### config.mk
export PLATFORM = sky130hd
export DESIGN_NAME = pixel_mixer
export DESIGN_NICKNAME = d
export VERILOG_FILES = /design/src/common/osd_pkg.sv /design/src/osd/pixel_mixer.sv
export SDC_FILE = /design/constraint.sdc
export NUM_CORES = 1
export LEC_CHECK = 0
export BUFFER_PORTS_ARGS = -buffer_cell sky130_fd_sc_hd__buf_2
export CELL_PAD_IN_SITES_DETAIL_PLACEMENT = 0
export CELL_PAD_IN_SITES_GLOBAL_PLACEMENT = 1
export CORE_AREA = 5 5 82 84
export DETAILED_ROUTE_END_ITERATION = 12
export DIE_AREA = 0 0 87 89
export PLACE_DENSITY = 0.76
export SYNTH_ARGS = -nofsm -noshare
export SYNTH_HDL_FRONTEND = slang
export SYNTH_SLANG_ARGS = --single-unit
export TNS_END_PERCENT = 30
### constraint.sdc
create_clock -name pclk -period 0.8 [get_ports pclk]
set_input_delay 0.08 -clock pclk [delete_from_list [all_inputs] [get_ports pclk]]
set_output_delay 0.08 -clock pclk [all_outputs]
set_load 0.005 [all_outputs]
### src/osd/label_font.mem
// label font rom, 64 bytes per label, 4 lines per label
// each line holds 16 glyph bytes in address order, bit n at column n
00 01 02 03 04 05 06 07 08 09 0a 0b 0c 0d 0e 0f
10 11 12 13 14 15 16 17 18 19 1a 1b 1c 1d 1e 1f
20 21 22 23 24 25 26 27 28 29 2a 2b 2c 2d 2e 2f
30 31 32 33 34 35 36 37 38 39 3a 3b 3c 3d 3e 3f
40 41 42 43 44 45 46 47 48 49 4a 4b 4c 4d 4e 4f
50 51 52 53 54 55 56 57 58 59 5a 5b 5c 5d 5e 5f
60 61 62 63 64 65 66 67 68 69 6a 6b 6c 6d 6e 6f
70 71 72 73 74 75 76 77 78 79 7a 7b 7c 7d 7e 7f
80 81 82 83 84 85 86 87 88 89 8a 8b 8c 8d 8e 8f
90 91 92 93 94 95 96 97 98 99 9a 9b 9c 9d 9e 9f
a0 a1 a2 a3 a4 a5 a6 a7 a8 a9 aa ab ac ad ae af
b0 b1 b2 b3 b4 b5 b6 b7 b8 b9 ba bb bc bd be bf
c0 c1 c2 c3 c4 c5 c6 c7 c8 c9 ca cb cc cd ce cf
d0 d1 d2 d3 d4 d5 d6 d7 d8 d9 da db dc dd de df
e0 e1 e2 e3 e4 e5 e6 e7 e8 e9 ea eb ec ed ee ef
f0 f1 f2 f3 f4 f5 f6 f7 f8 f9 fa fb fc fd fe ff
ff fe fd fc fb fa f9 f8 f7 f6 f5 f4 f3 f2 f1 f0
ef ee ed ec eb ea e9 e8 e7 e6 e5 e4 e3 e2 e1 e0
df de dd dc db da d9 d8 d7 d6 d5 d4 d3 d2 d1 d0
cf ce cd cc cb ca c9 c8 c7 c6 c5 c4 c3 c2 c1 c0
bf be bd bc bb ba b9 b8 b7 b6 b5 b4 b3 b2 b1 b0
af ae ad ac ab aa a9 a8 a7 a6 a5 a4 a3 a2 a1 a0
9f 9e 9d 9c 9b 9a 99 98 97 96 95 94 93 92 91 90
8f 8e 8d 8c 8b 8a 89 88 87 86 85 84 83 82 81 80
7f 7e 7d 7c 7b 7a 79 78 77 76 75 74 73 72 71 70
6f 6e 6d 6c 6b 6a 69 68 67 66 65 64 63 62 61 60
5f 5e 5d 5c 5b 5a 59 58 57 56 55 54 53 52 51 50
4f 4e 4d 4c 4b 4a 49 48 47 46 45 44 43 42 41 40
3f 3e 3d 3c 3b 3a 39 38 37 36 35 34 33 32 31 30
2f 2e 2d 2c 2b 2a 29 28 27 26 25 24 23 22 21 20
1f 1e 1d 1c 1b 1a 19 18 17 16 15 14 13 12 11 10
0f 0e 0d 0c 0b 0a 09 08 07 06 05 04 03 02 01 00

### src/osd/digit_font.mem
// digit font rom, one line per digit 0 to 7
// each line holds the 16 row bytes of that digit, top row first
80 81 82 83 84 85 86 87 88 89 8a 8b 8c 8d 8e 8f
90 91 92 93 94 95 96 97 98 99 9a 9b 9c 9d 9e 9f
a0 a1 a2 a3 a4 a5 a6 a7 a8 a9 aa ab ac ad ae af
b0 b1 b2 b3 b4 b5 b6 b7 b8 b9 ba bb bc bd be bf
c0 c1 c2 c3 c4 c5 c6 c7 c8 c9 ca cb cc cd ce cf
d0 d1 d2 d3 d4 d5 d6 d7 d8 d9 da db dc dd de df
e0 e1 e2 e3 e4 e5 e6 e7 e8 e9 ea eb ec ed ee ef
f0 f1 f2 f3 f4 f5 f6 f7 f8 f9 fa fb fc fd fe ff

### src/common/osd_pkg.sv
// --------------------
// osd overlay shared defs
// --------------------
package osd_pkg;

  typedef logic [23:0] pix_t;         // rgb888 pixel
  typedef logic [11:0] coord_t;       // raster x or y
  typedef logic [7:0]  cmd_t;         // command byte
  typedef logic [7:0]  glyph_row_t;   // bit n drawn at column n
  typedef logic [2:0]  digit_t;       // digit or recognition result
  typedef logic [8:0]  label_addr_t;
  typedef logic [7:0]  digit_addr_t;
  typedef logic [11:0] pix_cnt_t;     // pixels seen in a region this frame

  typedef enum logic [1:0] {
    RES_IDLE,
    RES_WAIT,
    RES_HELD
  } res_state_e;

  // region geometry, inclusive from x0/y0
  localparam int LABEL_X0 = 8;
  localparam int LABEL_Y0 = 4;
  localparam int LABEL_W  = 64;
  localparam int LABEL_H  = 8;
  localparam int MDIG_X0  = 80;
  localparam int MDIG_Y0  = 4;
  localparam int RDIG_X0  = 80;
  localparam int RDIG_Y0  = 24;
  localparam int DIG_W    = 8;
  localparam int DIG_H    = 16;

  // font roms
  localparam int LABEL_BYTES     = 64;   // one 64x8 label
  localparam int DIG_BYTES       = 16;   // one 8x16 digit
  localparam int LABEL_ROM_DEPTH = 1 << $bits(label_addr_t);
  localparam int DIG_ROM_DEPTH   = 1 << $bits(digit_addr_t);
  localparam string LABEL_FONT_FILE = "/design/src/osd/label_font.mem";
  localparam string DIGIT_FONT_FILE = "/design/src/osd/digit_font.mem";

  localparam pix_t   CHAR_COLOR = 24'hff_ffff;
  localparam digit_t NO_RESULT  = 3'd7;   // recognizer found nobody

  // command codes, upper nibble
  localparam logic [3:0] CMD_ECHO    = 4'h1;
  localparam logic [3:0] CMD_VCHANGE = 4'h2;
  localparam logic [3:0] CMD_NOISE   = 4'h3;
  localparam logic [3:0] CMD_SPLIT   = 4'h4;
  localparam logic [3:0] CMD_VPRINT  = 4'h5;
  // 5-bit prefixes
  localparam logic [4:0] CMD_TRAIN    = 5'b01010;   // inside vprint
  localparam logic [4:0] CMD_RECOG    = 5'b01011;   // inside vprint
  localparam logic [4:0] CMD_RECORD   = 5'b10100;
  localparam logic [4:0] CMD_PLAYBACK = 5'b10101;

  // label numbers in the label rom
  localparam logic [2:0] LBL_LOOP     = 3'd0;
  localparam logic [2:0] LBL_NOISE    = 3'd1;
  localparam logic [2:0] LBL_ECHO     = 3'd2;
  localparam logic [2:0] LBL_VCHANGE  = 3'd3;
  localparam logic [2:0] LBL_SPLIT    = 3'd4;
  localparam logic [2:0] LBL_VPRINT   = 3'd5;
  localparam logic [2:0] LBL_RECORD   = 3'd6;
  localparam logic [2:0] LBL_PLAYBACK = 3'd7;

endpackage

### src/osd/pixel_mixer.sv
// --------------------
// overlay colour mix
// --------------------
`timescale 1ns/1ps

module pixel_mixer (
  input  logic                pclk,
  input  logic                rst_n,
  input  osd_pkg::pix_t       i_data,
  input  logic                i_lbl_act_d,
  input  logic [2:0]          i_lbl_bit,
  input  osd_pkg::glyph_row_t i_lbl_row,
  input  logic                i_mdig_act_d,
  input  logic [2:0]          i_mdig_bit,
  input  logic                i_mdig_en,
  input  logic                i_rdig_act_d,
  input  logic [2:0]          i_rdig_bit,
  input  logic                i_rdig_en,
  input  osd_pkg::glyph_row_t i_dig_row,
  output osd_pkg::pix_t       o_data
);
  import osd_pkg::*;

  pix_t data_d;
  pix_t data_dd;
  logic draw;

  // lines the video up with the rom rows
  always_ff @(posedge pclk) begin
    data_d  <= i_data;
    data_dd <= data_d;
  end

  always_comb begin
    if (i_lbl_act_d) begin
      draw = i_lbl_row[i_lbl_bit];
    end else if (i_mdig_act_d) begin
      draw = i_mdig_en && i_dig_row[i_mdig_bit];
    end else if (i_rdig_act_d) begin
      draw = i_rdig_en && i_dig_row[i_rdig_bit];
    end else begin
      draw = 1'b0;
    end
  end

  always_ff @(posedge pclk or negedge rst_n) begin
    if (!rst_n) begin
      o_data <= '0;
    end else begin
      o_data <= draw ? CHAR_COLOR : data_dd;   // glyph pixel or video
    end
  end

endmodule

**Yosys cells after proc, flatten, opt, wreduce, memory -nomap -nowiden**

Cells that the tools add are included.
W data, S select, Z words.

- $lt $le $gt $ge: 3
- Multiplexer cells: 10
- Reduce and logical (&&, ||, !) cells: 2

Operators with widths:

| kind | number |
|---|---|
| $mux W24 | 1 |
| $lt A3 B4 Y1 const B | 3 |
| $bmux W1 S3 | 3 |
| $mux W1 | 6 |
| $logic_and A1 B1 Y1 | 2 |

- Register bits: 72
- Bits of input ports: 56
- Output and inout bits: 24

**Longest topological paths before layout**

- Depth after elaboration: 7
- Mapped depth: 5

**Worst setup path after synthesis**

No wires, ideal clock.

- Kind: input -> register
- Start point: input port i_lbl_bit[1]
- End point: register o_data[10]
- Setup time: 0.133 ns
- Arrival: 1.066 ns
- Path slack: -0.399 ns
- Stages: 5
- Path buffers: 1
- Path through: mux4_2 nand2b_1 o211ai_2 buf_6 nand4b_1

- Longest elaborated chain between the ends: 4

Ends and longest elaborated chain:

| what | line | RTL |
|---|---|---|
| from (decl) | pixel_mixer.sv:11 | `input logic [2:0] i_lbl_bit,` |
| $bmux W1 S3 | pixel_mixer.sv:36 | `draw = i_lbl_row[i_lbl_bit];` |
| $mux W1 (not written as such) | pixel_mixer.sv:36 |  |
| $mux W1 | pixel_mixer.sv:35 | `if (i_lbl_act_d) begin` |
| $mux W24 | pixel_mixer.sv:50 | `o_data <= draw ? CHAR_COLOR : data_dd;` |
| to (signal assigned) | pixel_mixer.sv:50 |  |
| to (decl) | pixel_mixer.sv:20 | `output osd_pkg::pix_t o_data` |

No other way between the ends. The select of a mux whose other input is x is not followed.

**Worst setup path in the final report**

- Start point: input port i_mdig_bit[1]
- End point: register o_data[16]

- Longest elaborated chain between the ends: 6

Ends and longest elaborated chain:

| what | line | RTL |
|---|---|---|
| from (decl) | pixel_mixer.sv:14 | `input logic [2:0] i_mdig_bit,` |
| $bmux W1 S3 | pixel_mixer.sv:38 | `draw = i_mdig_en && i_dig_row[i_mdig_bit];` |
| $mux W1 (not written as such) | pixel_mixer.sv:38 |  |
| $logic_and A1 B1 Y1 | pixel_mixer.sv:38 |  |
| $mux W1 | pixel_mixer.sv:37 | `end else if (i_mdig_act_d) begin` |
| $mux W1 | pixel_mixer.sv:35 |  |
| $mux W24 | pixel_mixer.sv:50 |  |

No other way between the ends. The select of a mux whose other input is x is not followed.

==> impl_summary.txt <==
----------------------------------------------------
[STA]
  Setup clock skew after layout ... 0.00665 ns
  Max-slew violation total from the final report ... 0
  Hold Fails Final Rpt ... 0
  Highest Clock Rate ... 0.970 GHz
  Portion of the clock cycle consumed by the worst path in the final layout ... 129%
  Pin slew with the least headroom to its limit ... 0.518 ns
  Setup WS post-layout ... -0.231 ns
  Total Negative Setup Slacks ... -7.63 ns
  Rel. slew slack ... 65.5%
  Setup repair after global routing missed its margin ... true
  Final setup violation count ... 48
  Fin crit period ... 1.03 ns

[Clock tree]
  Maximum count of clock buffers along a single path ... 2
  CTS clk-pin slew, worst paths ... 0.07 ns
  CTS tree ... done
  Total clock buffers created by CTS ... 9
  H-tree level count ... 3
  Clock root buffer ... clkbuf_8
  Source-to-sink clock delay at the later pin of the worst-skew pair ... 0.34 ns
  Number of sinks handled by clock tree synthesis ... 72

[Die]
  Starting density of the core ... 35.6%
  Die Y-Extent ... 89 um
  X dimension of the die ... 87 um
  # IOs ... 80
  Site row count ... 28
  Core Area ... 5850 sq um
  Die Area ... 7740 sq um

[Power and ir drop]
  Switching Fraction ... 21.5%
  Combinational group share of total power ... 10.7%
  Internal ... 6270 uW
  P per Cell Area ... 2370 nW/um^2
  Static Leak ... 0.00150 uW
  Seq pwr share ... 48.7%
  Maximum vdd drop ... 1530 uV
  Share of total power in the clock network ... 40.6%
  Switching power ... 1720 uW

[Drt]
  Iteration count of the initial detailed-routing pass ... 4
  Via density per instance ... 4.49
  Via count ... 1518
  WL/cell ... 15.5 um
  Number of DRC violations after detailed routing ... 0
  Remaining antenna violation count ... 0
  Detailed-route wire length ... 5.22 mm
  Starting DRT DRC Count ... 79

[Run status]
  Violated checks ... setup timing
  Status ... finished, violations left

[Cells and area]
  Layout Utilization ... 57.7%
  Count of fill cells added during filler insertion ... 458
  Signed area change from the synthesized netlist to the final layout ... 62.2%
  Count of inserted antenna diode cells ... 0
  Net count of the finished layout ... 314
  Proportion of layout cells with a drive suffix above 1 ... 48.7%

[GRT]
  Antenna violations before repair ... 0
  Maximum number of pins on one net before global-route repair ... 25
  Global-route congestion overflow total ... 0
  Wire length of the first global-routing pass ... 7.46 mm
  Number of global-route vias before repair ... 1576
  Total global routing track utilization ... 13.4%

[Yosys]
  Mapped Area ... 2080 sq um
  Most numerous cell in the Yosys netlist ... dfxtp_1
  Cells after Synth ... 130
  Number of unique standard cell types used by synthesis ... 25
  Area share of the largest cell type after synthesis ... 46.2%
  Synthesized area per cell ... 16.0 sq um
  Post-Synthesis Net Count ... 186
  Number of warnings printed during yosys synthesis ... 0
  Number of synthesized flops with an enable pin ... 0
  Top cell type by total area after synthesis ... dfxtp_1
  Seq/Total Area, Yosys ... 75.0%
  Leading post-synthesis cells by cell area ... dfxtp_1 (46%), dfrtp_1 (29%), nand4b_1 (10%), mux2i_1 (2.9%), buf_6 (2.2%)
  Most common flop cell mapped by yosys ... dfxtp_1
  Synth async-reset ratio ... 33.3%
  Synthesis-stage register bit count ... 72
  Top cells by instance count after synthesis ... dfxtp_1 (48), dfrtp_1 (24), nand4b_1 (24), mux2i_1 (6), buf_6 (4)

[Placed design]
  Placer's final routability congestion estimate ... 0.735
  Port Buffer Count ... 79
  Detailed-placement wirelength estimate ... 2.84 mm

[Setup path]
  Classification of the worst setup path ... primary input to flip-flop
  Element type at the critical path end ... flip-flop
  Crit path launch type ... primary input
  CP arrival ... 1.30 ns
  Maximum fanout along the worst path ... 12
  Critical path required time ... 1.07 ns

[Hold path]
  Classification of the worst-slack hold path ... primary input to asynchronous set/reset pin

[Run]
  MaxCap Viol Count ... 0

----------------------------------------------------
## cell type report
| cell class | count | area [sq um] | area share [%] |
|---|---|---|---|
| sequential | 72 | 1560 | 46.2 |
| timing repair buffer | 117 | 826 | 24.5 |
| multi-input combinational | 57 | 657 | 19.5 |
| clock buffer | 10 | 149 | 4.41 |
| tap | 75 | 93.8 | 2.78 |
| clock inverter | 6 | 86.3 | 2.56 |
| inverter | 1 | 3.75 | 0.111 |
## metrics by stage
step	power, uW	area (sq um)	instances	worst slack [ns]	hold WS, ns
6_report	7990	3380	338	-0.231	0.254
5_1_grt	8320	3380	338	-0.242	0.274
4_1_cts	8010	3250	334	-0.173	0.242
3_5_place_dp	4560	2620	287	-0.664	0.0775
3_3_place_gp	4540	2620	287	-0.604	0.0698
2_1_floorplan	4210	2120	130	-0.370	-0.216
## layout by cell type (no fill, tap or decap), types with 3 or more instances in the layout
master / count
nand4b_1: 24
buf_4: 10
dlygate4sd3_1: 25
dfrtp_1: 24
nand4b_4: 4
buf_2: 74
dfxtp_1: 48
clkbuf_8: 9
mux2i_1: 6
buf_6: 4
o211ai_4: 3
clkbuf_16: 3
## flip-flops by register name (all words and copies together) (netlist names)
| register | cells |
|---|---|
| data_d | 24 |
| o_data | 24 |
| data_dd | 24 |
## critical path: stages
cell and delay (ns):
buf_6 0.10, buf_4 0.14, mux2i_1 0.14, a311oi_2 0.37, nand3_4 0.17, clkbuf_16 0.21
nand4b_1 0.09
## logic make-up (layout without fill, tap and decap cells)
logic type / Yosys count / count (layout) / share of synthesized area (%)
compound gates: 4 / 7 / 1.86
buf+inv: 7 / 134 / 3.06
flops: 72 / 72 / 75.0
mux: 10 / 10 / 6.13
simple gates: 37 / 40 / 13.9
## final timing paths
kind                                      from                    to  cells after the start  slack (ns)
setup reg to reg           data_dd[23]$_DFF_P_  o_data[23]$_DFF_PN0_                      1        0.21
setup / recovery                 i_mdig_bit[1]  o_data[16]$_DFF_PN0_                      7       -0.23
hold / removal                           rst_n  o_data[17]$_DFF_PN0_                      2        0.25
min in group pclk                 i_lbl_bit[0]  o_data[10]$_DFF_PN0_                      3        0.28
max in group asynchronous                rst_n  o_data[23]$_DFF_PN0_                      2        0.20
hold reg to reg              data_d[6]$_DFF_P_    data_dd[6]$_DFF_P_                      0        0.33
## what timing repair did
item / CTS / global route
gates resized for setup: 9 / 13
cloned: 6 / 2
endpoints found under the setup margin: 48 / 48
hold buffers: 25 / 0
pin swaps: 6 / 6
setup buffers: 0 / 2
endpoints found under the hold margin: 48 / 0
## power groups by stage
| stage | Combinational (uW) | Clock, uW | Sequential, uW |
|---|---|---|---|
| after floorplan | 236 | 0 | 3980 |
| after global placement | 573 | 0 | 3970 |
| after detailed placement | 587 | 0 | 3970 |
| after CTS | 789 | 3330 | 3890 |
| after global routing | 930 | 3470 | 3920 |
| final | 856 | 3250 | 3890 |
## routing by layer
layer	part of all wire [%]	up-vias	track usage (%)
met2	55	48	24.2
met4	1.8	0	4.67
met5	0	-	0
met3	5.9	12	5.62
li1	-	746	-
met1	37	712	13.9
Note: power is estimated with default switching activity, not from simulation.
