**config.mk**
```make
export PLATFORM = sky130hd
export DESIGN_NAME = status_tracker
export DESIGN_NICKNAME = d
export VERILOG_FILES = /design/src/common/osd_pkg.sv /design/src/design/status_tracker.sv
export SDC_FILE = /design/constraint.sdc
export NUM_CORES = 1
export LEC_CHECK = 0
export ABC_CLOCK_PERIOD_IN_PS = 4000
export BUFFER_PORTS_ARGS = -buffer_cell sky130_fd_sc_hd__clkbuf_2
export CAP_MARGIN = 25
export CORE_MARGIN = 1.5
export CORE_UTILIZATION = 46
export DETAILED_ROUTE_END_ITERATION = 12
export PLACE_DENSITY = 0.83
export SKIP_LAST_GASP = 1
export SYNTH_ARGS = -nofsm -noshare
export SYNTH_HDL_FRONTEND = slang
export SYNTH_SLANG_ARGS = --single-unit
```
**constraint.sdc**
```tcl
create_clock -name pclk -period 4 [get_ports pclk]
set_input_delay 0.8 -clock pclk [delete_from_list [all_inputs] [get_ports pclk]]
set_output_delay 0.8 -clock pclk [all_outputs]
set_load 0.03 [all_outputs]
```
**src/osd/label_font.mem**
```
// label font rom, 64 bytes per label, 4 lines per label
// each line holds 16 glyph bytes in address order, bit n at column n
00 01 02 03 04 05 06 07 08 09 0a 0b 0c 0d 0e 0f
10 11 12 13 14 15 16 17 18 19 1a 1b 1c 1d 1e 1f
20 21 22 23 24 25 26 27 28 29 2a 2b 2c 2d 2e 2f
30 31 32 33 34 35 36 37 38 39 3a 3b 3c 3d 3e 3f
40 41 42 43 44 45 46 47 48 49 4a 4b 4c 4d 4e 4f
50 51 52 53 54 55 56 57 58 59 5a 5b 5c 5d 5e 5f
60 61 62 63 64 65 66 67 68 69 6a 6b 6c 6d 6e 6f
70 71 72 73 74 75 76 77 78 79 7a 7b 7c 7d 7e 7f
80 81 82 83 84 85 86 87 88 89 8a 8b 8c 8d 8e 8f
90 91 92 93 94 95 96 97 98 99 9a 9b 9c 9d 9e 9f
a0 a1 a2 a3 a4 a5 a6 a7 a8 a9 aa ab ac ad ae af
b0 b1 b2 b3 b4 b5 b6 b7 b8 b9 ba bb bc bd be bf
c0 c1 c2 c3 c4 c5 c6 c7 c8 c9 ca cb cc cd ce cf
d0 d1 d2 d3 d4 d5 d6 d7 d8 d9 da db dc dd de df
e0 e1 e2 e3 e4 e5 e6 e7 e8 e9 ea eb ec ed ee ef
f0 f1 f2 f3 f4 f5 f6 f7 f8 f9 fa fb fc fd fe ff
ff fe fd fc fb fa f9 f8 f7 f6 f5 f4 f3 f2 f1 f0
ef ee ed ec eb ea e9 e8 e7 e6 e5 e4 e3 e2 e1 e0
df de dd dc db da d9 d8 d7 d6 d5 d4 d3 d2 d1 d0
cf ce cd cc cb ca c9 c8 c7 c6 c5 c4 c3 c2 c1 c0
bf be bd bc bb ba b9 b8 b7 b6 b5 b4 b3 b2 b1 b0
af ae ad ac ab aa a9 a8 a7 a6 a5 a4 a3 a2 a1 a0
9f 9e 9d 9c 9b 9a 99 98 97 96 95 94 93 92 91 90
8f 8e 8d 8c 8b 8a 89 88 87 86 85 84 83 82 81 80
7f 7e 7d 7c 7b 7a 79 78 77 76 75 74 73 72 71 70
6f 6e 6d 6c 6b 6a 69 68 67 66 65 64 63 62 61 60
5f 5e 5d 5c 5b 5a 59 58 57 56 55 54 53 52 51 50
4f 4e 4d 4c 4b 4a 49 48 47 46 45 44 43 42 41 40
3f 3e 3d 3c 3b 3a 39 38 37 36 35 34 33 32 31 30
2f 2e 2d 2c 2b 2a 29 28 27 26 25 24 23 22 21 20
1f 1e 1d 1c 1b 1a 19 18 17 16 15 14 13 12 11 10
0f 0e 0d 0c 0b 0a 09 08 07 06 05 04 03 02 01 00

```
**src/osd/digit_font.mem**
```
// digit font rom, one line per digit 0 to 7
// each line holds the 16 row bytes of that digit, top row first
80 81 82 83 84 85 86 87 88 89 8a 8b 8c 8d 8e 8f
90 91 92 93 94 95 96 97 98 99 9a 9b 9c 9d 9e 9f
a0 a1 a2 a3 a4 a5 a6 a7 a8 a9 aa ab ac ad ae af
b0 b1 b2 b3 b4 b5 b6 b7 b8 b9 ba bb bc bd be bf
c0 c1 c2 c3 c4 c5 c6 c7 c8 c9 ca cb cc cd ce cf
d0 d1 d2 d3 d4 d5 d6 d7 d8 d9 da db dc dd de df
e0 e1 e2 e3 e4 e5 e6 e7 e8 e9 ea eb ec ed ee ef
f0 f1 f2 f3 f4 f5 f6 f7 f8 f9 fa fb fc fd fe ff

```
**src/common/osd_pkg.sv**
```systemverilog
// --------------------
// osd overlay shared defs
// --------------------
package osd_pkg;

  typedef logic [23:0] pix_t;         // rgb888 pixel
  typedef logic [11:0] coord_t;       // raster x or y
  typedef logic [7:0]  cmd_t;         // command byte
  typedef logic [7:0]  glyph_row_t;   // bit n drawn at column n
  typedef logic [2:0]  digit_t;       // digit or recognition result
  typedef logic [8:0]  label_addr_t;
  typedef logic [7:0]  digit_addr_t;
  typedef logic [11:0] pix_cnt_t;     // pixels seen in a region this frame

  typedef enum logic [1:0] {
    RES_IDLE,
    RES_WAIT,
    RES_HELD
  } res_state_e;

  // region geometry, inclusive from x0/y0
  localparam int LABEL_X0 = 8;
  localparam int LABEL_Y0 = 4;
  localparam int LABEL_W  = 64;
  localparam int LABEL_H  = 8;
  localparam int MDIG_X0  = 80;
  localparam int MDIG_Y0  = 4;
  localparam int RDIG_X0  = 80;
  localparam int RDIG_Y0  = 24;
  localparam int DIG_W    = 8;
  localparam int DIG_H    = 16;

  // font roms
  localparam int LABEL_BYTES     = 64;   // one 64x8 label
  localparam int DIG_BYTES       = 16;   // one 8x16 digit
  localparam int LABEL_ROM_DEPTH = 1 << $bits(label_addr_t);
  localparam int DIG_ROM_DEPTH   = 1 << $bits(digit_addr_t);
  localparam string LABEL_FONT_FILE = "/design/src/osd/label_font.mem";
  localparam string DIGIT_FONT_FILE = "/design/src/osd/digit_font.mem";

  localparam pix_t   CHAR_COLOR = 24'hff_ffff;
  localparam digit_t NO_RESULT  = 3'd7;   // recognizer found nobody

  // command codes, upper nibble
  localparam logic [3:0] CMD_ECHO    = 4'h1;
  localparam logic [3:0] CMD_VCHANGE = 4'h2;
  localparam logic [3:0] CMD_NOISE   = 4'h3;
  localparam logic [3:0] CMD_SPLIT   = 4'h4;
  localparam logic [3:0] CMD_VPRINT  = 4'h5;
  // 5-bit prefixes
  localparam logic [4:0] CMD_TRAIN    = 5'b01010;   // inside vprint
  localparam logic [4:0] CMD_RECOG    = 5'b01011;   // inside vprint
  localparam logic [4:0] CMD_RECORD   = 5'b10100;
  localparam logic [4:0] CMD_PLAYBACK = 5'b10101;

  // label numbers in the label rom
  localparam logic [2:0] LBL_LOOP     = 3'd0;
  localparam logic [2:0] LBL_NOISE    = 3'd1;
  localparam logic [2:0] LBL_ECHO     = 3'd2;
  localparam logic [2:0] LBL_VCHANGE  = 3'd3;
  localparam logic [2:0] LBL_SPLIT    = 3'd4;
  localparam logic [2:0] LBL_VPRINT   = 3'd5;
  localparam logic [2:0] LBL_RECORD   = 3'd6;
  localparam logic [2:0] LBL_PLAYBACK = 3'd7;

endpackage

```
**src/design/status_tracker.sv**
```systemverilog
// --------------------
// command and result state
// --------------------
`timescale 1ns/1ps

module status_tracker (
  input  logic            pclk,
  input  logic            rst_n,
  input  osd_pkg::cmd_t   i_cmd,
  input  logic            i_cmd_strobe,
  input  osd_pkg::digit_t i_result,
  input  logic            i_result_strobe,
  output osd_pkg::cmd_t   o_cmd,
  output logic            o_mdig_en,
  output osd_pkg::digit_t o_mdig,
  output logic            o_rdig_en,
  output osd_pkg::digit_t o_rdig
);
  import osd_pkg::*;

  cmd_t       cmd_q;
  res_state_e res_state;
  digit_t     result_q;
  logic       new_is_recog;
  logic       is_train;
  logic       capture;

  assign new_is_recog = (i_cmd[7:3] == CMD_RECOG);
  assign is_train     = (cmd_q[7:3] == CMD_TRAIN);
  // a command strobe in the same cycle wins over the result
  assign capture      = i_result_strobe && !i_cmd_strobe && (res_state != RES_IDLE);

  always_ff @(posedge pclk or negedge rst_n) begin
    if (!rst_n) begin
      cmd_q <= '0;   // loopback
    end else if (i_cmd_strobe) begin
      cmd_q <= i_cmd;
    end
  end

  always_ff @(posedge pclk or negedge rst_n) begin
    if (!rst_n) begin
      res_state <= RES_IDLE;
    end else if (i_cmd_strobe) begin
      res_state <= new_is_recog ? RES_WAIT : RES_IDLE;   // re-arm on every recog strobe
    end else if (capture) begin
      res_state <= RES_HELD;
    end
  end

  always_ff @(posedge pclk) begin
    if (capture) begin
      result_q <= i_result;
    end
  end

  assign o_cmd     = cmd_q;
  assign o_mdig_en = (cmd_q[7:4] == CMD_NOISE) || (cmd_q[7:4] == CMD_VCHANGE) ||
                     (cmd_q[7:4] == CMD_SPLIT);
  assign o_mdig    = cmd_q[2:0];
  assign o_rdig_en = is_train || ((res_state == RES_HELD) && (result_q != NO_RESULT));
  assign o_rdig    = is_train ? cmd_q[2:0] : result_q;   // trained speaker id

endmodule

```
# After elaboration in Yosys (flattened, before gate mapping)

Index checks and enable logic that the tools add are counted.

Register bits after elaboration: 13
Latch bits: 0
Bits in writable memories: 0
Memory bits (read-only): 0
Input port bits: 15
Output and inout port bits: 16
Logic and storage cells: 23
Memories: 0

Add/subtract/negate cells: 0
$mul: 0
Divide/modulo/power cells: 0
Order comparisons: 0
Equal/unequal tests: 7
Shifts and indexed selects: 0
Multiplexer cells: 4
Bitwise operators: 0
Reductions and logical operators: 9

Operators by type and width:

| cell                                                                   | count |
|---|---|
| 5-bit by 4-bit equality test with 1-bit output (second input constant) | 2 |
| 4-bit by 2-bit equality test with 1-bit output (second input constant) | 2 |
| 4-bit by 3-bit equality test with 1-bit output (second input constant) | 1 |
| 2-bit two-way mux                                                      | 2 |
| 2-bit nonzero test                                                     | 2 |
| 1-bit logical AND                                                      | 3 |
| 1-bit logical OR                                                       | 3 |
| 3-bit two-way mux                                                      | 1 |
| 3-bit != test (second input constant)                                  | 1 |
| 2-bit equality test (second input constant)                            | 1 |
| 1-bit zero test                                                        | 1 |
| 1-bit two-way mux                                                      | 1 |

# Longest topological paths before layout

Gate-level depths: netlist of the first run.

Depth in word-level cells: 5
Mapped depth: 3

# Least setup slack after synthesis of the first run

OpenSTA, ideal clock, no wires.

Kind: register to output
Start: register cmd_q[6] (netlist: o_cmd[6])
End: output port o_rdig[0]
Arrival time: 1.386 ns
Data required time: 3.200 ns
Slack: 1.814 ns
Stages on the path, launching flop included: 4
Buffers on the path: 0
Path through: dfrtp_1 inv_1 nor4_4 mux2_2

Longest elaborated chain between the ends: 2

Ends and longest elaborated chain:

| item                                           | line                 | text |
|---|---|---|
| from (decl)                                    | status_tracker.sv:21 | `cmd_t cmd_q;` |
| from (signal assigned)                         | status_tracker.sv:37 | `cmd_q <= i_cmd;` |
| 5-bit by 4-bit equality test with 1-bit output | status_tracker.sv:29 | `assign is_train = (cmd_q[7:3] == CMD_TRAIN);` |
| 3-bit two-way mux                              | status_tracker.sv:62 | `assign o_rdig = is_train ? cmd_q[2:0] : result_q;` |
| to (decl)                                      | status_tracker.sv:17 | `output osd_pkg::digit_t o_rdig` |

Every way passes these cells.

# Worst setup path in the final report of the first run

Start: register cmd_q[5] (netlist: o_cmd[5])
End: output port o_rdig[2]

Same word-level chain as after synthesis.

==> results of run 1 <==
==> worst reg2reg max path, delay by kind of cell, from the launching register on <==
| family | cells | cell delay [ns] |
|---|---|---|
| AO/OA/AOI/OAI | 2 | 0.45 |
| flip-flops | 1 | 0.40 |
==> power groups by stage <==
stage	clock [mW]	sequential, mW	combinational, mW
finish	0.0785	0.154	0.0697
CTS	0.0812	0.154	0.0703
global placement	0	0.156	0.0696
detailed placement	0	0.157	0.0701
global route	0.0864	0.156	0.0750
floorplan	0	0.172	0.0340
==> logic make-up (layout without fill, tap and decap cells) <==
logic type	count (synthesis)	in the layout	share of synthesized area, %
AO/OA/AOI/OAI	6	6	7.42
buffers and inverters	7	37	6.39
flip-flops	13	13	56.1
multiplexers	10	10	18.6
AND/OR/NAND/NOR	8	8	11.5
==> registers in the layout, summed over array words and instances, names as in the netlist <==
signal and flops:
o_cmd 8, res_state 2, result_q 3
==> routing by layer <==
layer / vias up / global-route usage, % / part of all wire, % / wire length (microns)
met1: 217 / 20.1 / 45 / 491
met3: 0 / 5.11 / 6.4 / 71
met4: 0 / 5.17 / 0 / 0
met5: - / 0 / 0 / 0
li1: 217 / - / - / -
met2: 14 / 28.3 / 49 / 537
==> cell type report <==
| type | count | area share (%) |
|---|---|---|
| well taps | 14 | 2.27 |
| clock buffers | 4 | 3.40 |
| flip-flops and latches | 13 | 44.0 |
| repair buffers | 30 | 19.4 |
| inverters | 3 | 1.46 |
| multi-input cells | 24 | 29.4 |
==> how the worst max path moves through the flow <==
stage	end	slack [ns]	depth (start not counted)
floorplan	o_rdig[0]	1.81	3
global placement	o_rdig[0]	1.85	3
detailed placement	o_rdig[1]	1.84	3
CTS	o_rdig[0]	1.54	3
global route	o_rdig[2]	1.44	3
finish	o_rdig[2]	1.55	3
==> cells in the mapped netlist (all sizes together) <==
library cell	instances	area, sq um
dfrtp	10	250
a31o	1	8.76
nor2	1	3.75
nand2b	2	20.0
edfxtp	3	90.1
nand4b	1	8.76
inv	3	11.3
mux2	10	113
o211a	1	10.0
o32ai	1	8.76
buf	4	27.5
o21ai	1	5.00
nor4	1	21.3
nor3b	1	7.51
nand3	1	5.00
nand2	1	3.75
a21o	1	7.51
a21oi	1	5.00
==> per-stage QoR <==
stage | hold WS (ns) | power, mW | instance area (sq um) | std cells
floorplan | 0.477 | 0.206 | 607 | 44
global placement | 0.497 | 0.226 | 747 | 84
detailed placement | 0.506 | 0.227 | 747 | 84
CTS | 0.388 | 0.305 | 773 | 88
global route | 0.392 | 0.317 | 773 | 88
finish | 0.383 | 0.302 | 773 | 88
==> flow_metrics.tcl, run 1 <==
set metrics [dict create \
    outcome "finished, final reports clean" \
    crit_path_start "o_cmd[5]" \
    hold_viol 0 \
    hold_class "primary input to async pin" \
    cp.buffers_inverters 1 \
    final_cell_mix "30 x clkbuf_2, 10 x mux2_2, 10 x dfrtp_1" \
    max-vdd-ir-drop_mv 0.239 \
    synth_cells 44 \
    coreArea_sq_mm 0.00117 \
    multi_input_area_sq_um 228 \
    cp_data_arrival_time_ns 1.65 \
    grt_antenna_before_repair 0 \
    vias 448 \
    endpoint_kind "output port" \
    post-route-util_pct 66.0 \
    path_cells "nor4_4 -> mux2_2 -> clkbuf_2" \
    required_ns 3.20 \
    p_sw_mw 0.0940 \
    rr_endpoint "res_state[1]" \
    ctsHoldBuffers 0 \
    pin_count 31 \
    rrSetupSlack_ns 3.05 \
    synth_cell_types 20 \
    relSlewSlack_pct 77.8 \
    critical_path_peak_fanout 5 \
    cts_max_level 1 \
    fin_nets 90 \
    dieArea_sq_mm 0.00155 \
    regArea_sq_um 340 \
    die_w_microns 39.3 \
    ys_ff_latch 13 \
    ant_nets 0 \
    p_leak_nw 0.391 \
    max_freq_mhz 408 \
    io_buffers 30 \
    diodes 0 \
    initial_core_util_pct 51.8 \
    drcViolationCount 0 \
    cts_resized 0 \
    clock_path_buffers 2 \
    maxCapViolCount 0 \
    post_cts_buffers 0 \
    grt_start_max_net_pins 13 \
    worst_slew_pin_slew_ns 0.330 \
    grt_overflow 0 \
    pwr-share-comb_pct 23.1 \
    power.density_mw_per_mm2 391 \
    power_frac_clock_pct 26.0 \
    drv_slew 0 \
    setup_violations 0 \
    cts_made_buffers 3 \
    tritoncts "built" \
    cts.clk_slew.worst_paths_ns 0.08 \
    yosysWarnings 0 \
    syn_area_sq_um 607 \
    min_period_ns 2.45 \
    ys_seq_area_share_pct 56.1 \
    drive_gt1_share_pct 62.2 \
    pwr-share-seq_pct 51.0 \
    grt_usage_pct 16.7 \
    syn_area_per_cell_sq_um 13.8 \
    place_congestion 0.700 \
    grt_pass1_wl_microns 1680 \
    p_int_mw 0.208 \
    first_pass_iters 4 \
    hpwl_microns 850 \
    critPathMaxStageDelay_ns 0.45 \
    rsz0062_at_grt "false" \
    crit_slowest_cell "dfrtp_1" \
    critical-path-top-delay-family "flip-flops" \
    routedWlPerCell_microns 12.5 \
    num_rows 12 \
    fin_skew_ns 0.00331 \
    areaGrowthSynthToFinish_pct 27.4 \
    fin_crit_sh_pct 61.2 \
    dp_slack_ns 1.84 \
    routed_wirelength_microns 1100 \
    crit_type "flip-flop to output port" \
    timing.final.ws_setup_ns 1.55 \
    grt_pass1_vias 408 \
    final_common_cell "clkbuf_2" \
    fp.dieH_microns 39.3 \
    fillers 92 \
    drt_iter0_drc 12 \
    swShare_pct 31.1 \
    cp-start-kind "flip-flop" \
    vias_per_cell 5.09 \
    tns_ns 0 \
    cts-root-buf "clkbuf_4" \
    reg2reg_depth 2 \
    cts.sinks 13 \
    insertion_delay_ns 0.27 \
    synth_nets 59 \
    r2r-start "res_state[1]" \
]
Note: power is estimated with default switching activity, not from simulation.
==> run 2: changes to the inputs <==
- ABC_CLOCK_PERIOD_IN_PS: 4000 -> 2200
- CORE_UTILIZATION: 46 -> 38
- PLACE_DENSITY: 0.83 -> 0.73
- clock period: 4 -> 2.2 ns (I/O delays scaled with it)
==> run 2 against run 1 <==
  * Die area increased by 19%
  * Combinational power up 82%
  * Utilization fell by 14 points
  * Count of clock-buffer cells in the layout is the same
  * Register-to-register slack got worse by 1.8 ns
  * Largest power group unchanged
==> flow_metrics.tcl, run 2 (synthesis results as in run 1) <==
set metrics [dict create \
    areaGrowthSynthToFinish_pct 28.0 \
    drcViolationCount 0 \
    drv_slew 0 \
    drt_iter0_drc 4 \
    hpwl_microns 918 \
    coreArea_sq_mm 0.00151 \
    ant_nets 0 \
    cts_made_buffers 3 \
    crit_type "flip-flop to output port" \
    worst_slew_pin_slew_ns 0.320 \
    io_buffers 30 \
    hold_class "primary input to async pin" \
    rsz0062_at_grt "false" \
    routedWlPerCell_microns 12.7 \
    setup_violations 0 \
    dieArea_sq_mm 0.00185 \
    drive_gt1_share_pct 63.5 \
    required_ns 1.76 \
    grt_pass1_wl_microns 1950 \
    final_cell_mix "30 x clkbuf_2, 10 x mux2_2, 9 x dfrtp_1" \
    final_common_cell "clkbuf_2" \
    endpoint_kind "output port" \
    grt_overflow 0 \
    insertion_delay_ns 0.27 \
    grt_start_max_net_pins 13 \
    grt_pass1_vias 484 \
    vias 456 \
    first_pass_iters 3 \
    clock_path_buffers 2 \
    relSlewSlack_pct 78.5 \
    dp.cells 86 \
    tritoncts "built" \
    fin_crit_sh_pct 95.0 \
    cts_max_level 1 \
    min_period_ns 2.09 \
    max_freq_mhz 478 \
    fin_nets 90 \
    place_congestion 0.723 \
    hold_ws_ns 0.0226 \
    cp_data_arrival_time_ns 1.65 \
    cts-root-buf "clkbuf_4" \
    max-vdd-ir-drop_mv 0.331 \
    fp.dieH_microns 43.0 \
    die_w_microns 43.0 \
    pin_count 31 \
    grt_antenna_before_repair 0 \
    p_leak_nw 0.390 \
    grt_usage_pct 14.9 \
    diodes 0 \
    largest_reg_flops 8 \
    tns_ns 0 \
    vias_per_cell 5.07 \
    placed_area_sq_um 749 \
    finalNonFillerCells 90 \
    hold_viol 0 \
    cts.sinks 13 \
    power.density_mw_per_mm2 706 \
    fin_area_sq_um 777 \
    dp_slack_ns 0.373 \
    timing.final.ws_setup_ns 0.109 \
    maxCapViolCount 0 \
    cts.clk_slew.worst_paths_ns 0.08 \
    routed_wirelength_microns 1150 \
    num_rows 14 \
    initial_core_util_pct 40.3 \
    cp-start-kind "flip-flop" \
    outcome "finished, final reports clean" \
    fin_skew_ns 0.00602 \
    critical_path_peak_fanout 5 \
    fillers 136 \
]
-- run 2: cell count changes in the layout (fill, tap and decap cells not counted) --
| cell | before | now |
|---|---|---|
| dfrtp_2 | 0 | 1 |
| dfrtp_1 | 10 | 9 |
-- run 2: metrics by stage --
stage / utilization, % / total power, mW
6_report: 51.6 / 0.548
5_1_grt: 51.6 / 0.573
4_1_cts: 51.5 / 0.555
3_5_place_dp: 49.8 / 0.414
3_3_place_gp: 49.8 / 0.411
2_1_floorplan: - / 0.374
-- run 2: path summary, 6_finish.rpt --
| path | start | end | slack, ns | cells after the start |
|---|---|---|---|---|
| min in group pclk | i_result[0] | result_q[0] | 0.35 | 1 |
| worst max register to register | res_state[1] | res_state[1] | 1.24 | 2 |
| max in group asynchronous | rst_n | o_cmd[5] | 1.96 | 1 |
| worst max-delay path | o_cmd[5] | o_rdig[2] | 0.11 | 3 |
| worst min-delay path | rst_n | o_cmd[4] | 0.02 | 1 |
| worst min register to register | res_state[1] | res_state[1] | 0.53 | 1 |
-- run 2: metal layers --
metal	global-route usage [%]	share of wire, %
met2	26.1	54
met5	0	0
met4	9.09	2.4
met3	4.26	5.4
met1	15.5	38
-- run 2: repair_timing --
item | in CTS | in global routing
gates resized for setup | 0 | 1
setup endpoints to repair | 0 | 2
hold buffers | 0 | 0
setup buffers | 0 | 0
-- run 2: worst max-delay path, stage by stage, from the launching register on --
cell and delay, ns:
dfrtp_2 0.46, nor4_4 0.36, mux2_2 0.38, clkbuf_2 0.18
-- run 2: power breakdown --
| group | switching (mW) | leakage (nW) | internal [mW] |
|---|---|---|---|
| clock network | 0.0706 | 0.0150 | 0.0700 |
| registers | 0.0178 | 0.148 | 0.263 |
| logic | 0.0811 | 0.228 | 0.0461 |
-- run 2: final cells by class --
cell class | instances | area, sq um | area share (%)
Tap cell | 16 | 20.0 | 2.58
Clock buffer | 4 | 26.3 | 3.38
Sequential cell | 13 | 342 | 44.0
Timing Repair Buffer | 30 | 150 | 19.3
Multi-Input combinational cell | 24 | 228 | 29.3
Inverter | 3 | 11.3 | 1.45
==> run 3: changes to the inputs <==
- PLACE_DENSITY: 0.73 -> 0.78
==> run 3 against run 2 <==
  * Count of clock-buffer cells in the layout unchanged
  * Clock skew up 0.00097 ns
  * Non-clock buffer count up 3
  * Sequential cell count unchanged
  * Critical path depth up 2
  * Worst setup slack worse by 0.091 ns
  * Via count up 4.4%
  * Register-to-register slack worse by 0.02 ns
  * Sequential power about the same
  * Total power up 2.4%
  * Wire length up 15%
==> flow_metrics.tcl, run 3 (synthesis results as in run 1) <==
set metrics [dict create \
    num_rows 14 \
    tritoncts "built" \
    critPathMaxStageDelay_ns 0.41 \
    grt_antenna_before_repair 0 \
    initial_core_util_pct 40.3 \
    insertion_delay_ns 0.27 \
    place_congestion 0.712 \
    power.density_mw_per_mm2 692 \
    drt_iter0_drc 4 \
    cts_made_buffers 3 \
    worst_slew_pin_slew_ns 0.270 \
    clock_path_buffers 2 \
    vias_per_cell 5.12 \
    max-vdd-ir-drop_mv 0.297 \
    diodes 0 \
    fin_crit_sh_pct 99.2 \
    fillers 134 \
    grt_pass1_wl_microns 1930 \
    largest_reg_flops 8 \
    setup_violations 0 \
    routed_wirelength_microns 1320 \
    grt_overflow 0 \
    fp.dieH_microns 43.0 \
    cts-root-buf "clkbuf_4" \
    hpwl_microns 884 \
    die_w_microns 43.0 \
    fin_area_sq_um 812 \
    outcome "finished, final reports clean" \
    placed_area_sq_um 749 \
    io_buffers 30 \
    cp_data_arrival_time_ns 1.74 \
    routedWlPerCell_microns 14.1 \
    path_cells "nand2b_4 -> nor4_4 -> buf_4 -> mux2_4 -> buf_2" \
    cts.clk_slew.worst_paths_ns 0.08 \
    drive_gt1_share_pct 63.6 \
    hold_viol 0 \
    maxCapViolCount 0 \
    p_leak_nw 0.417 \
    max_freq_mhz 458 \
    final_common_cell "clkbuf_2" \
    critical_path_peak_fanout 4 \
    grt_usage_pct 14.6 \
    areaGrowthSynthToFinish_pct 33.8 \
    pin_count 31 \
    drcViolationCount 0 \
    vias 476 \
    crit_type "flip-flop to output port" \
    grt_pass1_vias 466 \
    fin_skew_ns 0.00698 \
    first_pass_iters 4 \
    rrSetupSlack_ns 1.22 \
    drv_slew 0 \
    grt_start_max_net_pins 13 \
    final_cell_mix "27 x clkbuf_2, 10 x dfrtp_1, 7 x mux2_2" \
    cp.buffers_inverters 2 \
    fin_nets 93 \
    tns_ns 0 \
    min_period_ns 2.18 \
    hold_class "primary input to async pin" \
    critical-path-top-delay-family "simple AND/OR/NAND/NOR gates" \
    dieArea_sq_mm 0.00185 \
    crit_slowest_cell "dfrtp_1" \
    coreArea_sq_mm 0.00151 \
    ant_nets 0 \
    relSlewSlack_pct 82.0 \
    cts.sinks 13 \
    required_ns 1.76 \
    cp-start-kind "flip-flop" \
    endpoint_kind "output port" \
    cts_max_level 1 \
]
==> run 3: final cells by class <==
cell class	instances	area, sq um	share of cell area [%]
well taps	16	20.0	2.47
repair buffers	33	175	21.6
multi-input cells	24	239	29.4
flip-flops and latches	13	340	41.9
clock buffers	4	26.3	3.24
inverters	3	11.3	1.39
==> run 3: power breakdown <==
| group | internal, mW | leakage (nW) | switching (mW) |
|---|---|---|---|
| Combinational | 0.0522 | 0.253 | 0.0840 |
| Sequential | 0.262 | 0.149 | 0.0178 |
| Clock | 0.0701 | 0.0150 | 0.0753 |
| Total | 0.385 | 0.417 | 0.177 |
==> run 3: routing by layer <==
metal	routed length [microns]	global-route usage, %
met4	7	9.09
met3	80	2.98
met1	508	15.4
met2	720	26.1
met5	0	0
==> run 3: worst register-to-register path, stage by stage (launching register included) <==
cell and delay, ns:
dfrtp_1 0.41, o211a_1 0.29, a21o_1 0.17
==> run 3: per-stage QoR <==
step	util [%]	std cells	worst slack (ns)	hold WS [ns]	power [mW]
2_1_floorplan	-	44	0.374	0.144	0.374
3_3_place_gp	49.8	86	0.410	0.318	0.410
3_5_place_dp	49.8	86	0.386	0.325	0.413
4_1_cts	51.5	90	0.0559	0.0278	0.557
5_1_grt	53.9	93	-0.0427	0.0345	0.588
6_report	53.9	93	0.0182	0.0229	0.562
==> run 3: what timing repair did <==
item | 4_1_cts | 5_1_grt
gates resized for setup | 0 | 8
hold buffers | 0 | 0
endpoints found under the setup margin | 0 | 1
setup buffers | 0 | 3
==> run 3: path summary, 6_finish.rpt <==
kind | start | endpoint | depth (start not counted)
worst max-delay path | o_cmd[7] | o_rdig[1] | 5
worst min-delay path | rst_n | o_cmd[4] | 1
worst max register to register | res_state[1] | res_state[1] | 2
worst min register to register | res_state[1] | res_state[1] | 1
max in group asynchronous | rst_n | o_cmd[1] | 1
min in group pclk | i_result[2] | result_q[2] | 1
